<file path="src/logic/serial_read_pkg.sv">
`default_nettype none

package serial_read_pkg;

    // ------------------------------------------------------------
    // Widths and FIFO sizing
    // ------------------------------------------------------------
    localparam int INDEX_WIDTH          = 32;
    localparam int ADDR_WIDTH           = 32;
    localparam int SHIFT_WIDTH          = 5;
    localparam int REQ_FIFO_DEPTH       = 16;
    localparam int REQ_FIFO_PROG_THRESH = 8;

    // ------------------------------------------------------------
    // Vector types
    // ------------------------------------------------------------
    // Array index or index step
    typedef logic [INDEX_WIDTH-1:0] index_t;
    // Byte address or byte offset
    typedef logic [ADDR_WIDTH-1:0] addr_t;
    // Bit positions the index moves to form the offset
    typedef logic [SHIFT_WIDTH-1:0] shift_t;
    // Fill count, 0 up to and including the depth
    typedef logic [$clog2(REQ_FIFO_DEPTH+1)-1:0] fifo_level_t;

    // Job sequencer states
    typedef enum logic [3:0] {
        RESET,
        IDLE,
        SETUP,
        START,
        BUSY,
        BUSY_TRANS,
        PAUSE_TRANS,
        PAUSE,
        DONE
    } seq_state_t;

endpackage

`default_nettype wire

</file>
<file path="src/logic/req_push_if.sv">
`timescale 1ns/100ps
`default_nettype none

interface req_push_if;
    import serial_read_pkg::*;

    // Write side of the request FIFO
    logic   push;
    addr_t  base;
    addr_t  offset;
    index_t index;

    // Fill flags back to the sequencer
    logic   prog_full;
    logic   full;

    modport producer (
        output push,
        output base,
        output offset,
        output index,
        input  prog_full,
        input  full
    );

    modport consumer (
        input  push,
        input  base,
        input  offset,
        input  index,
        output prog_full,
        output full
    );

endinterface

`default_nettype wire

</file>
<file path="src/logic/read_sequencer.sv">
`timescale 1ns/100ps
`default_nettype none

module read_sequencer (
    input  logic                    ap_clk,
    input  logic                    areset_engine,
    input  logic                    start_in,
    input  logic                    pause_in,
    input  serial_read_pkg::addr_t  array_pointer,
    input  serial_read_pkg::index_t start_read,
    input  serial_read_pkg::index_t end_read,
    input  serial_read_pkg::index_t stride,
    input  logic                    shift_left,
    input  serial_read_pkg::shift_t shift_amount,
    output logic                    ready_out,
    output logic                    done_out,
    req_push_if.producer            push
);
    import serial_read_pkg::*;

    // ------------------------------------------------------------
    // Registered inputs
    // ------------------------------------------------------------
    logic   start_reg;
    logic   pause_reg;
    addr_t  base_reg;
    index_t start_read_reg;
    index_t end_read_reg;
    index_t stride_reg;
    logic   shift_left_reg;
    shift_t shift_amount_reg;

    seq_state_t state;
    seq_state_t next_state;

    // Index counter and its carry guard
    index_t               idx;
    logic                 idx_wrap;
    logic [INDEX_WIDTH:0] idx_sum;

    logic  in_range;
    logic  stop_req;
    logic  gen;
    addr_t offset_comb;

    always_ff @(posedge ap_clk) begin
        if (areset_engine) begin
            start_reg <= 1'b0;
            pause_reg <= 1'b0;
        end else begin
            start_reg <= start_in;
            pause_reg <= pause_in;
        end
    end

    // Job config, held stable by the host while start_in is high
    always_ff @(posedge ap_clk) begin
        base_reg         <= array_pointer;
        start_read_reg   <= start_read;
        end_read_reg     <= end_read;
        stride_reg       <= stride;
        shift_left_reg   <= shift_left;
        shift_amount_reg <= shift_amount;
    end

    // ------------------------------------------------------------
    // Job state machine
    // ------------------------------------------------------------
    assign in_range = !idx_wrap && (idx < end_read_reg);
    assign stop_req = push.prog_full || pause_reg;

    always_ff @(posedge ap_clk) begin
        if (areset_engine) begin
            state <= RESET;
        end else begin
            state <= next_state;
        end
    end

    always_comb begin
        next_state = state;
        case (state)
            RESET:       next_state = IDLE;
            IDLE:        if (start_reg) next_state = SETUP;
            SETUP:       next_state = START;
            START:       next_state = BUSY;
            BUSY: begin
                if (!in_range) begin
                    next_state = DONE;
                end else if (stop_req) begin
                    next_state = PAUSE_TRANS;
                end
            end
            PAUSE_TRANS: next_state = PAUSE;
            PAUSE:       if (!stop_req) next_state = BUSY_TRANS;
            BUSY_TRANS:  next_state = BUSY;
            // Hold until the host drops its request
            DONE:        if (!start_reg) next_state = IDLE;
            default:     next_state = RESET;
        endcase
    end

    assign ready_out = (state == IDLE);
    assign done_out  = (state == DONE);

    // ------------------------------------------------------------
    // Index counter and request formation
    // ------------------------------------------------------------
    // One last request slips out while the pause takes hold
    assign gen = in_range && ((state == BUSY && !stop_req) || state == PAUSE_TRANS);

    assign idx_sum = {1'b0, idx} + {1'b0, stride_reg};

    always_ff @(posedge ap_clk) begin
        if (areset_engine) begin
            idx      <= '0;
            idx_wrap <= 1'b0;
        end else if (state == SETUP) begin
            idx      <= start_read_reg;
            idx_wrap <= 1'b0;
        end else if (gen) begin
            idx      <= idx_sum[INDEX_WIDTH-1:0];
            // Stop cleanly if the step runs past the top of the index space
            idx_wrap <= idx_sum[INDEX_WIDTH];
        end
    end

    always_comb begin
        if (shift_left_reg) begin
            offset_comb = addr_t'(idx) << shift_amount_reg;
        end else begin
            offset_comb = addr_t'(idx) >> shift_amount_reg;
        end
    end

    always_ff @(posedge ap_clk) begin
        if (areset_engine) begin
            push.push <= 1'b0;
        end else begin
            push.push <= gen;
        end
    end

    always_ff @(posedge ap_clk) begin
        if (gen) begin
            push.base   <= base_reg;
            push.offset <= offset_comb;
            push.index  <= idx;
        end
    end

    // ------------------------------------------------------------
    // Checks
    // ------------------------------------------------------------
    // Registered push must already be quiet once the job has ended
    a_no_push_idle_done: assert property (@(posedge ap_clk) disable iff (areset_engine)
        (state == IDLE || state == DONE) |-> !push.push);

    // prog_full margin keeps the FIFO from ever filling
    a_no_push_full: assert property (@(posedge ap_clk) disable iff (areset_engine)
        push.push |-> !push.full);

    a_stride_nonzero: assert property (@(posedge ap_clk) disable iff (areset_engine)
        (state == SETUP) |-> (stride_reg != '0));

endmodule

`default_nettype wire

</file>
<file path="src/logic/request_fifo.sv">
`timescale 1ns/100ps
`default_nettype none

module request_fifo (
    input  logic                    ap_clk,
    input  logic                    areset_engine,
    req_push_if.consumer            push,
    input  logic                    request_ready,
    output logic                    request_valid,
    output serial_read_pkg::addr_t  request_base,
    output serial_read_pkg::addr_t  request_offset,
    output serial_read_pkg::index_t request_index
);
    import serial_read_pkg::*;

    // ------------------------------------------------------------
    // Storage and pointers
    // ------------------------------------------------------------
    addr_t  mem_base   [REQ_FIFO_DEPTH];
    addr_t  mem_offset [REQ_FIFO_DEPTH];
    index_t mem_index  [REQ_FIFO_DEPTH];

    // Depth is a power of two, so pointers wrap on their own
    logic [$clog2(REQ_FIFO_DEPTH)-1:0] wr_ptr;
    logic [$clog2(REQ_FIFO_DEPTH)-1:0] rd_ptr;
    fifo_level_t                       count;

    logic pop;

    assign pop = request_valid && request_ready;

    always_ff @(posedge ap_clk) begin
        if (push.push) begin
            mem_base[wr_ptr]   <= push.base;
            mem_offset[wr_ptr] <= push.offset;
            mem_index[wr_ptr]  <= push.index;
        end
    end

    always_ff @(posedge ap_clk) begin
        if (areset_engine) begin
            wr_ptr <= '0;
            rd_ptr <= '0;
            count  <= '0;
        end else begin
            if (push.push) begin
                wr_ptr <= wr_ptr + 1'b1;
            end
            if (pop) begin
                rd_ptr <= rd_ptr + 1'b1;
            end
            case ({push.push, pop})
                2'b10:   count <= count + fifo_level_t'(1);
                2'b01:   count <= count - fifo_level_t'(1);
                default: count <= count;
            endcase
        end
    end

    // ------------------------------------------------------------
    // Flags and show-ahead head
    // ------------------------------------------------------------
    assign push.full      = (count == REQ_FIFO_DEPTH);
    assign push.prog_full = (count >= REQ_FIFO_PROG_THRESH);

    assign request_valid  = (count != '0);
    assign request_base   = mem_base[rd_ptr];
    assign request_offset = mem_offset[rd_ptr];
    assign request_index  = mem_index[rd_ptr];

    // ------------------------------------------------------------
    // Checks
    // ------------------------------------------------------------
    a_no_write_full: assert property (@(posedge ap_clk) disable iff (areset_engine)
        push.push |-> (count != REQ_FIFO_DEPTH));

    // Stalled head holds until the consumer takes it
    a_head_stable: assert property (@(posedge ap_clk) disable iff (areset_engine)
        (request_valid && !request_ready) |=>
            (request_valid && $stable(request_base) && $stable(request_offset)
             && $stable(request_index)));

endmodule

`default_nettype wire

</file>
<file path="src/logic/serial_read_engine.sv">
`timescale 1ns/100ps
`default_nettype none

module serial_read_engine (
    input  logic                    ap_clk,
    input  logic                    areset_engine,

    // Job handshake and configuration
    input  logic                    start_in,
    input  logic                    pause_in,
    input  serial_read_pkg::addr_t  array_pointer,
    input  serial_read_pkg::index_t start_read,
    input  serial_read_pkg::index_t end_read,
    input  serial_read_pkg::index_t stride,
    input  logic                    shift_left,
    input  serial_read_pkg::shift_t shift_amount,
    output logic                    ready_out,
    output logic                    done_out,

    // Read request stream
    input  logic                    request_ready,
    output logic                    request_valid,
    output serial_read_pkg::addr_t  request_base,
    output serial_read_pkg::addr_t  request_offset,
    output serial_read_pkg::index_t request_index
);

    // ------------------------------------------------------------
    // Sequencer to FIFO link
    // ------------------------------------------------------------
    req_push_if push_bus ();

    // ------------------------------------------------------------
    // Request generation
    // ------------------------------------------------------------
    read_sequencer u_read_sequencer (
        .ap_clk        (ap_clk),
        .areset_engine (areset_engine),
        .start_in      (start_in),
        .pause_in      (pause_in),
        .array_pointer (array_pointer),
        .start_read    (start_read),
        .end_read      (end_read),
        .stride        (stride),
        .shift_left    (shift_left),
        .shift_amount  (shift_amount),
        .ready_out     (ready_out),
        .done_out      (done_out),
        .push          (push_bus.producer)
    );

    // ------------------------------------------------------------
    // Request buffering
    // ------------------------------------------------------------
    request_fifo u_request_fifo (
        .ap_clk         (ap_clk),
        .areset_engine  (areset_engine),
        .push           (push_bus.consumer),
        .request_ready  (request_ready),
        .request_valid  (request_valid),
        .request_base   (request_base),
        .request_offset (request_offset),
        .request_index  (request_index)
    );

endmodule

`default_nettype wire

</file>
<file path="config.mk">
export PLATFORM = sky130hd
export DESIGN_NAME = serial_read_engine
export DESIGN_NICKNAME = d
export VERILOG_FILES = /design/src/logic/serial_read_pkg.sv /design/src/logic/req_push_if.sv /design/src/logic/read_sequencer.sv /design/src/logic/request_fifo.sv /design/src/logic/serial_read_engine.sv
export SDC_FILE = /design/constraint.sdc
export NUM_CORES = 2
export LEC_CHECK = 0
export BUFFER_PORTS_ARGS = -buffer_cell sky130_fd_sc_hd__buf_2
export CAP_MARGIN = 5
export CORE_MARGIN = 3
export CORE_UTILIZATION = 56
export CTS_CLUSTER_SIZE = 40
export DETAILED_ROUTE_END_ITERATION = 8
export PLACE_DENSITY_LB_ADDON = 0.08
export RECOVER_POWER = 100
export REMOVE_ABC_BUFFERS = 1
export SLEW_MARGIN = 20
export SYNTH_ARGS = -nofsm -noshare
export SYNTH_HDL_FRONTEND = slang
export SYNTH_HIERARCHICAL = 1
export SYNTH_SLANG_ARGS = --single-unit
export TNS_END_PERCENT = 5
</file>
<file path="constraint.sdc">
create_clock -name ap_clk -period 3.6 [get_ports ap_clk]
set_input_delay 0.36 -clock ap_clk [delete_from_list [all_inputs] [get_ports ap_clk]]
set_output_delay 0.36 -clock ap_clk [all_outputs]
set_load 0.1 [all_outputs]
</file>
Yosys cells after proc, flatten, opt, wreduce, memory -nomap -nowiden. Memory sizes are Yosys's and may differ from the RTL's. A register that Yosys moved wholly into a read port is not among the register bits. Index checks and enable logic that the tools add are counted.

Bits in registers: 283. Bits in writable memories: 1536. Input port bits: 139. Output and inout bits: 99. Word-level logic and storage cells: 77. Memories: 3.

$add $sub $neg: 5. $lt $le $gt $ge: 2. Equal/unequal tests: 14. Shift-type cells: 2. Multiplexer cells: 18. Reduce and logical (&&, ||, !) cells: 15.

Memory list: u_request_fifo.mem_base (depth 16, bits a word 32, read ports 1, clocked after Yosys merged registers in 1, write ports 1, RTL line request_fifo.sv:19) `addr_t mem_base [REQ_FIFO_DEPTH];`; u_request_fifo.mem_index (depth 16, bits a word 32, read ports 1, clocked after Yosys merged registers in 1, write ports 1, RTL line request_fifo.sv:21) `index_t mem_index [REQ_FIFO_DEPTH];`; u_request_fifo.mem_offset (depth 16, bits a word 32, read ports 1, clocked after Yosys merged registers in 1, write ports 1, RTL line request_fifo.sv:20) `addr_t mem_offset [REQ_FIFO_DEPTH];`.

Operators by type and width (number): 32-bit two-way mux (3); 4-bit two-way mux (11); 32-bit by 32-bit adder with 33-bit output (1); 32-bit < comparator (1); 4-bit one-hot mux with 8 select lines (1); 32-bit by 5-bit left shift with 32-bit output (1); 32-bit by 5-bit right shift with 32-bit output (1); 4-bit by 3-bit equality test with 1-bit output (second input constant) (4); 5-bit one-hot mux with 2 select lines (1); 4-bit by 1-bit adder with 4-bit output (second input constant) (2); 4-bit by 2-bit equality test with 1-bit output (second input constant) (2); 5-bit by 1-bit adder with 5-bit output (second input constant) (1); 5-bit by 4-bit >= comparator with 1-bit output (second input constant) (1); 5-bit nonzero test (1); 5-bit by 1-bit subtractor with 5-bit output (second input constant) (1); 4-bit by 1-bit equality test with 1-bit output (second input constant) (1); 4-bit equality test (second input constant) (1); 1-bit logical AND (4); 4-bit logical NOT (1); 2-bit != test (second input constant) (2); 4-bit AND reduction (1); 2-bit nonzero test (2); 2-bit OR reduction (2); 3-bit != test (second input constant) (1); 6 further kinds (9).

Depth between registers and ports, before layout.
Depth after elaboration: 8. Gate-level depth with buffers: 12. Depth with buffers taken out: 11.

Cells and area by module. The synthesis kept the hierarchy.

By module, submodules not included: request_fifo (instances 1, cells an instance 2236, area an instance 58501.1 µm², seq. area each 46464.6 µm²); read_sequencer (instances 1, cells an instance 1199, area an instance 12898.6 µm², seq. area each 6366.1 µm²).

Worst setup path before layout. No wires, ideal clock.

Path type: reg2out. Start: reg u_read_sequencer.state[3]. End: out done_out. Arrival: 3.436 ns. Required time: 3.240 ns. Path slack: -0.196 ns. Cell stages (with the launch flop): 3. Path buffers: 0. Cell sequence: dfxtp_1 > inv_1 > nor4_1.

Cells in the longest elaborated chain, start to end: 1.

Ends and longest elaborated chain: start, declared (RTL line read_sequencer.sv:33) `seq_state_t state;`; start signal, assigned (RTL line read_sequencer.sv:76) `state <= next_state;`; 4-bit equality test (RTL line read_sequencer.sv:104) `assign done_out = (state == DONE);`; end, declared (RTL line serial_read_engine.sv:18) `output logic done_out,`.

Every way passes these cells.

==> impl.org <==
** Global route
- Global-route wire length before repair :: roughly 260 mm
- The number of antenna violations at the first check in global routing is 1.
- Entering global routing, the biggest net connects 70 pins.
- Sum of overflow across all layers after global routing :: 0
- Vias in the first global route :: around 38000
- GR Util All Layers :: 0.269

** Cells and area
- Final standard cell count with taps included and fillers excluded :: a little under 6000
- NumNets Final :: between 4000 and 5000
- In the final layout, the share of cells above drive strength 1 is 0.282.
- Leaving out fill and tap cells, the most frequent cell in the layout is edfxtp_1.
- Synthesis-to-layout area growth :: 15.5%
- Commonest cells after routing, fill and taps aside :: 1632 x edfxtp_1, 520 x mux4_2, 194 x clkbuf_16
- The largest registers in the layout are u_request_fifo/mem_base x512, u_request_fifo/mem_index x512, u_request_fifo/mem_offset x512.
- Fraction of the core area covered by cells at the end of the flow :: 0.654

** Min path
- In this run the most critical hold path is launched from start_read[17].
- The worst hold path passes through 2 cells.
- Worst Hold End :: u_read_sequencer/start_read_reg[17]
- In this run the worst hold path is classified as input pin to flop.

** Route
- In this run the remaining antenna-violating nets after routing total 0.
- First-pass detailed-route iteration total :: 5
- Dividing the detail-routed wire length by the instance count gives ~30 um.
- Wires add up to 174 mm.
- After detailed routing, the number of vias per cell comes to between 6 and 7.
- Via count :: about 36000
- Number of DRC markers after the initial detailed-route iteration :: 3939
- Remaining design rule violation count :: 0

** Worst setup path
- STA puts the critical path data required time at about 3200 ps.
- In this run the critical register-to-register path is captured at u_request_fifo/mem_base[3][18].
- The worst register-to-register path begins at u_read_sequencer/push.push.
- STA puts the critical path data arrival time at about 3200 ps.
- The number of cells on the worst reg-to-reg path is 4.
- The worst setup path is launched from a flop.
- Crit path kind :: flop to output pin
- Nature of the critical path endpoint :: output pin
- In this run the register-to-register setup slack is ~100 ps.
- Of all nets on the critical path, the largest fanout is 25.

** Timing
- Number of hold violations in the final report :: 0
- The final count of pins violating max slew is 177.
- In the post-route analysis, the smallest setup slack over all paths is approximately 61 ps.
- Setup violations remaining at the end of the flow were counted as 0.
- Worst-case headroom to the max-slew limit :: -0.406
- Worst-Margin Slew :: ~2100 ps
- Between clock sinks in the finished design, the worst skew comes to around 39 ps.
- Post-route clock period utilization :: 0.983
- Setup repair after global routing missed its margin :: yes
- Based on the critical path, the design can be clocked at up to 283 MHz.
- Fin crit period :: approximately 3500 ps

** Run status
- Run status :: finished with violations
- Violated checks :: max-capacitance violations, max-slew violations

** Die
- Number of placement rows :: 130
- Chip height :: about 360 um
- For this configuration, the core starts out at a cell density of 0.566.
- The region available for standard cell placement spans between 100000 and 150000 sq um.
- The floorplan step defined a die boundary enclosing ~130000 sq um.
- The die is around 360 um wide.
- IO Pins :: about 240

** Synthesis
- Synthesized area per cell :: around 21 sq um
- For this run, the number of Yosys warnings is 6.
- Netlist area before placement :: 71400 sq um
- Number of instances in the synthesized netlist :: roughly 3400

** Clock tree
- No sink is reached through more buffers than the 3 on the longest clock path.
- The H-tree was split into 4 levels.
- After clock tree synthesis, the clock-pin slew on the worst setup and hold paths is roughly 60 ps.
- CTS tree :: yes
- Clock buffer count from CTS :: 180
- Clock Root Buffer :: clkbuf_16
- Clock Sinks :: approximately 1800
- Worst skew pair latency :: roughly 810 ps

** Power
- Worst-case vdd ir drop :: 599 uV
- Leakage :: around 27 nW
- In this run the power density over the cells is 523 nW/um^2.

** Placed design
- Count of input and output buffers :: ~240
- The congestion estimate from routability-driven global placement came to 0.933.
- Hpwl dp :: between 100 and 150 mm
- The number of placed instances, taps included, is between 5000 and 6000.
- Prior to clock tree synthesis, the placed netlist has a worst setup slack of slightly below 600 ps.

** Run
- The tool flagged a number of max-cap violations equal to 7.
[metal layers]
layer  GRT usage  wire [um]  vias up
li1            -          -    15300
met1       0.383      71200    19500
met2       0.444      87500     1392
met3      0.0373      10800      271
met4      0.0765       4440        0
met5           0          0        -
[critical path, cell delays in order, from the launching register on]
cell	delay (ps)
dfxtp_4	530
buf_4	300
buf_6	310
mux4_2	360
mux4_2	540
buf_2	320
[where the power goes]
| group | switching (mW) | total [mW] | internal [mW] | leakage [nW] |
|---|---|---|---|---|
| clock | 7.83 | 18.9 | 11.1 | 2.95 |
| sequential | 0.121 | 23.0 | 22.9 | 16.3 |
| combinational | 0.710 | 1.24 | 0.534 | 7.48 |
| total | 8.66 | 43.1 | 34.5 | 26.7 |
[layout make-up]
| class | instances | area (sq um) |
|---|---|---|
| fillers | 8216 | 43600 |
| clock inverters | 102 | 983 |
| clock buffers | 236 | 5080 |
| diodes | 1 | 2.50 |
| inverters | 50 | 193 |
| well taps | 1650 | 2060 |
| flip-flops and latches | 1823 | 52800 |
| multi-input cells | 1380 | 17400 |
| repair buffers | 524 | 3900 |
[worst max-delay path by stage]
stage | from | to | slack [ps] | depth (start not counted)
floorplan | flop | request_base[0] | -13950 | 2
global placement | u_read_sequencer/idx[25] | u_read_sequencer/push.base[24] | 670 | 9
detailed placement | u_read_sequencer/idx[25] | u_read_sequencer/push.base[21] | 590 | 9
CTS | flop | request_base[29] | -3 | 5
global route | flop | request_offset[26] | -8 | 6
finish | flop | request_index[31] | 60 | 5
[per-stage QoR]
stage | cell area [sq um] | hold slack (ps) | TNS, ps | total power, mW
after floorplan | 70400 | 386 | -1339930 | 24.2
after global placement | 75600 | 386 | 0 | 24.5
after detailed placement | 75600 | 389 | 0 | 24.6
after CTS | 83100 | 124 | -2.97 | 43.5
after global routing | 82500 | 159 | -16.5 | 44.5
final | 82500 | 191 | 0 | 43.1
[timing repair]
action                     4_1_cts  5_1_grt
setup endpoints to repair       83       13
hold buffers                   138        0
gates cloned                     0        0
hold endpoints to repair       140        0
resized for setup                8       11
setup buffers                    5        0
Power figures use the tool's default switching activity.
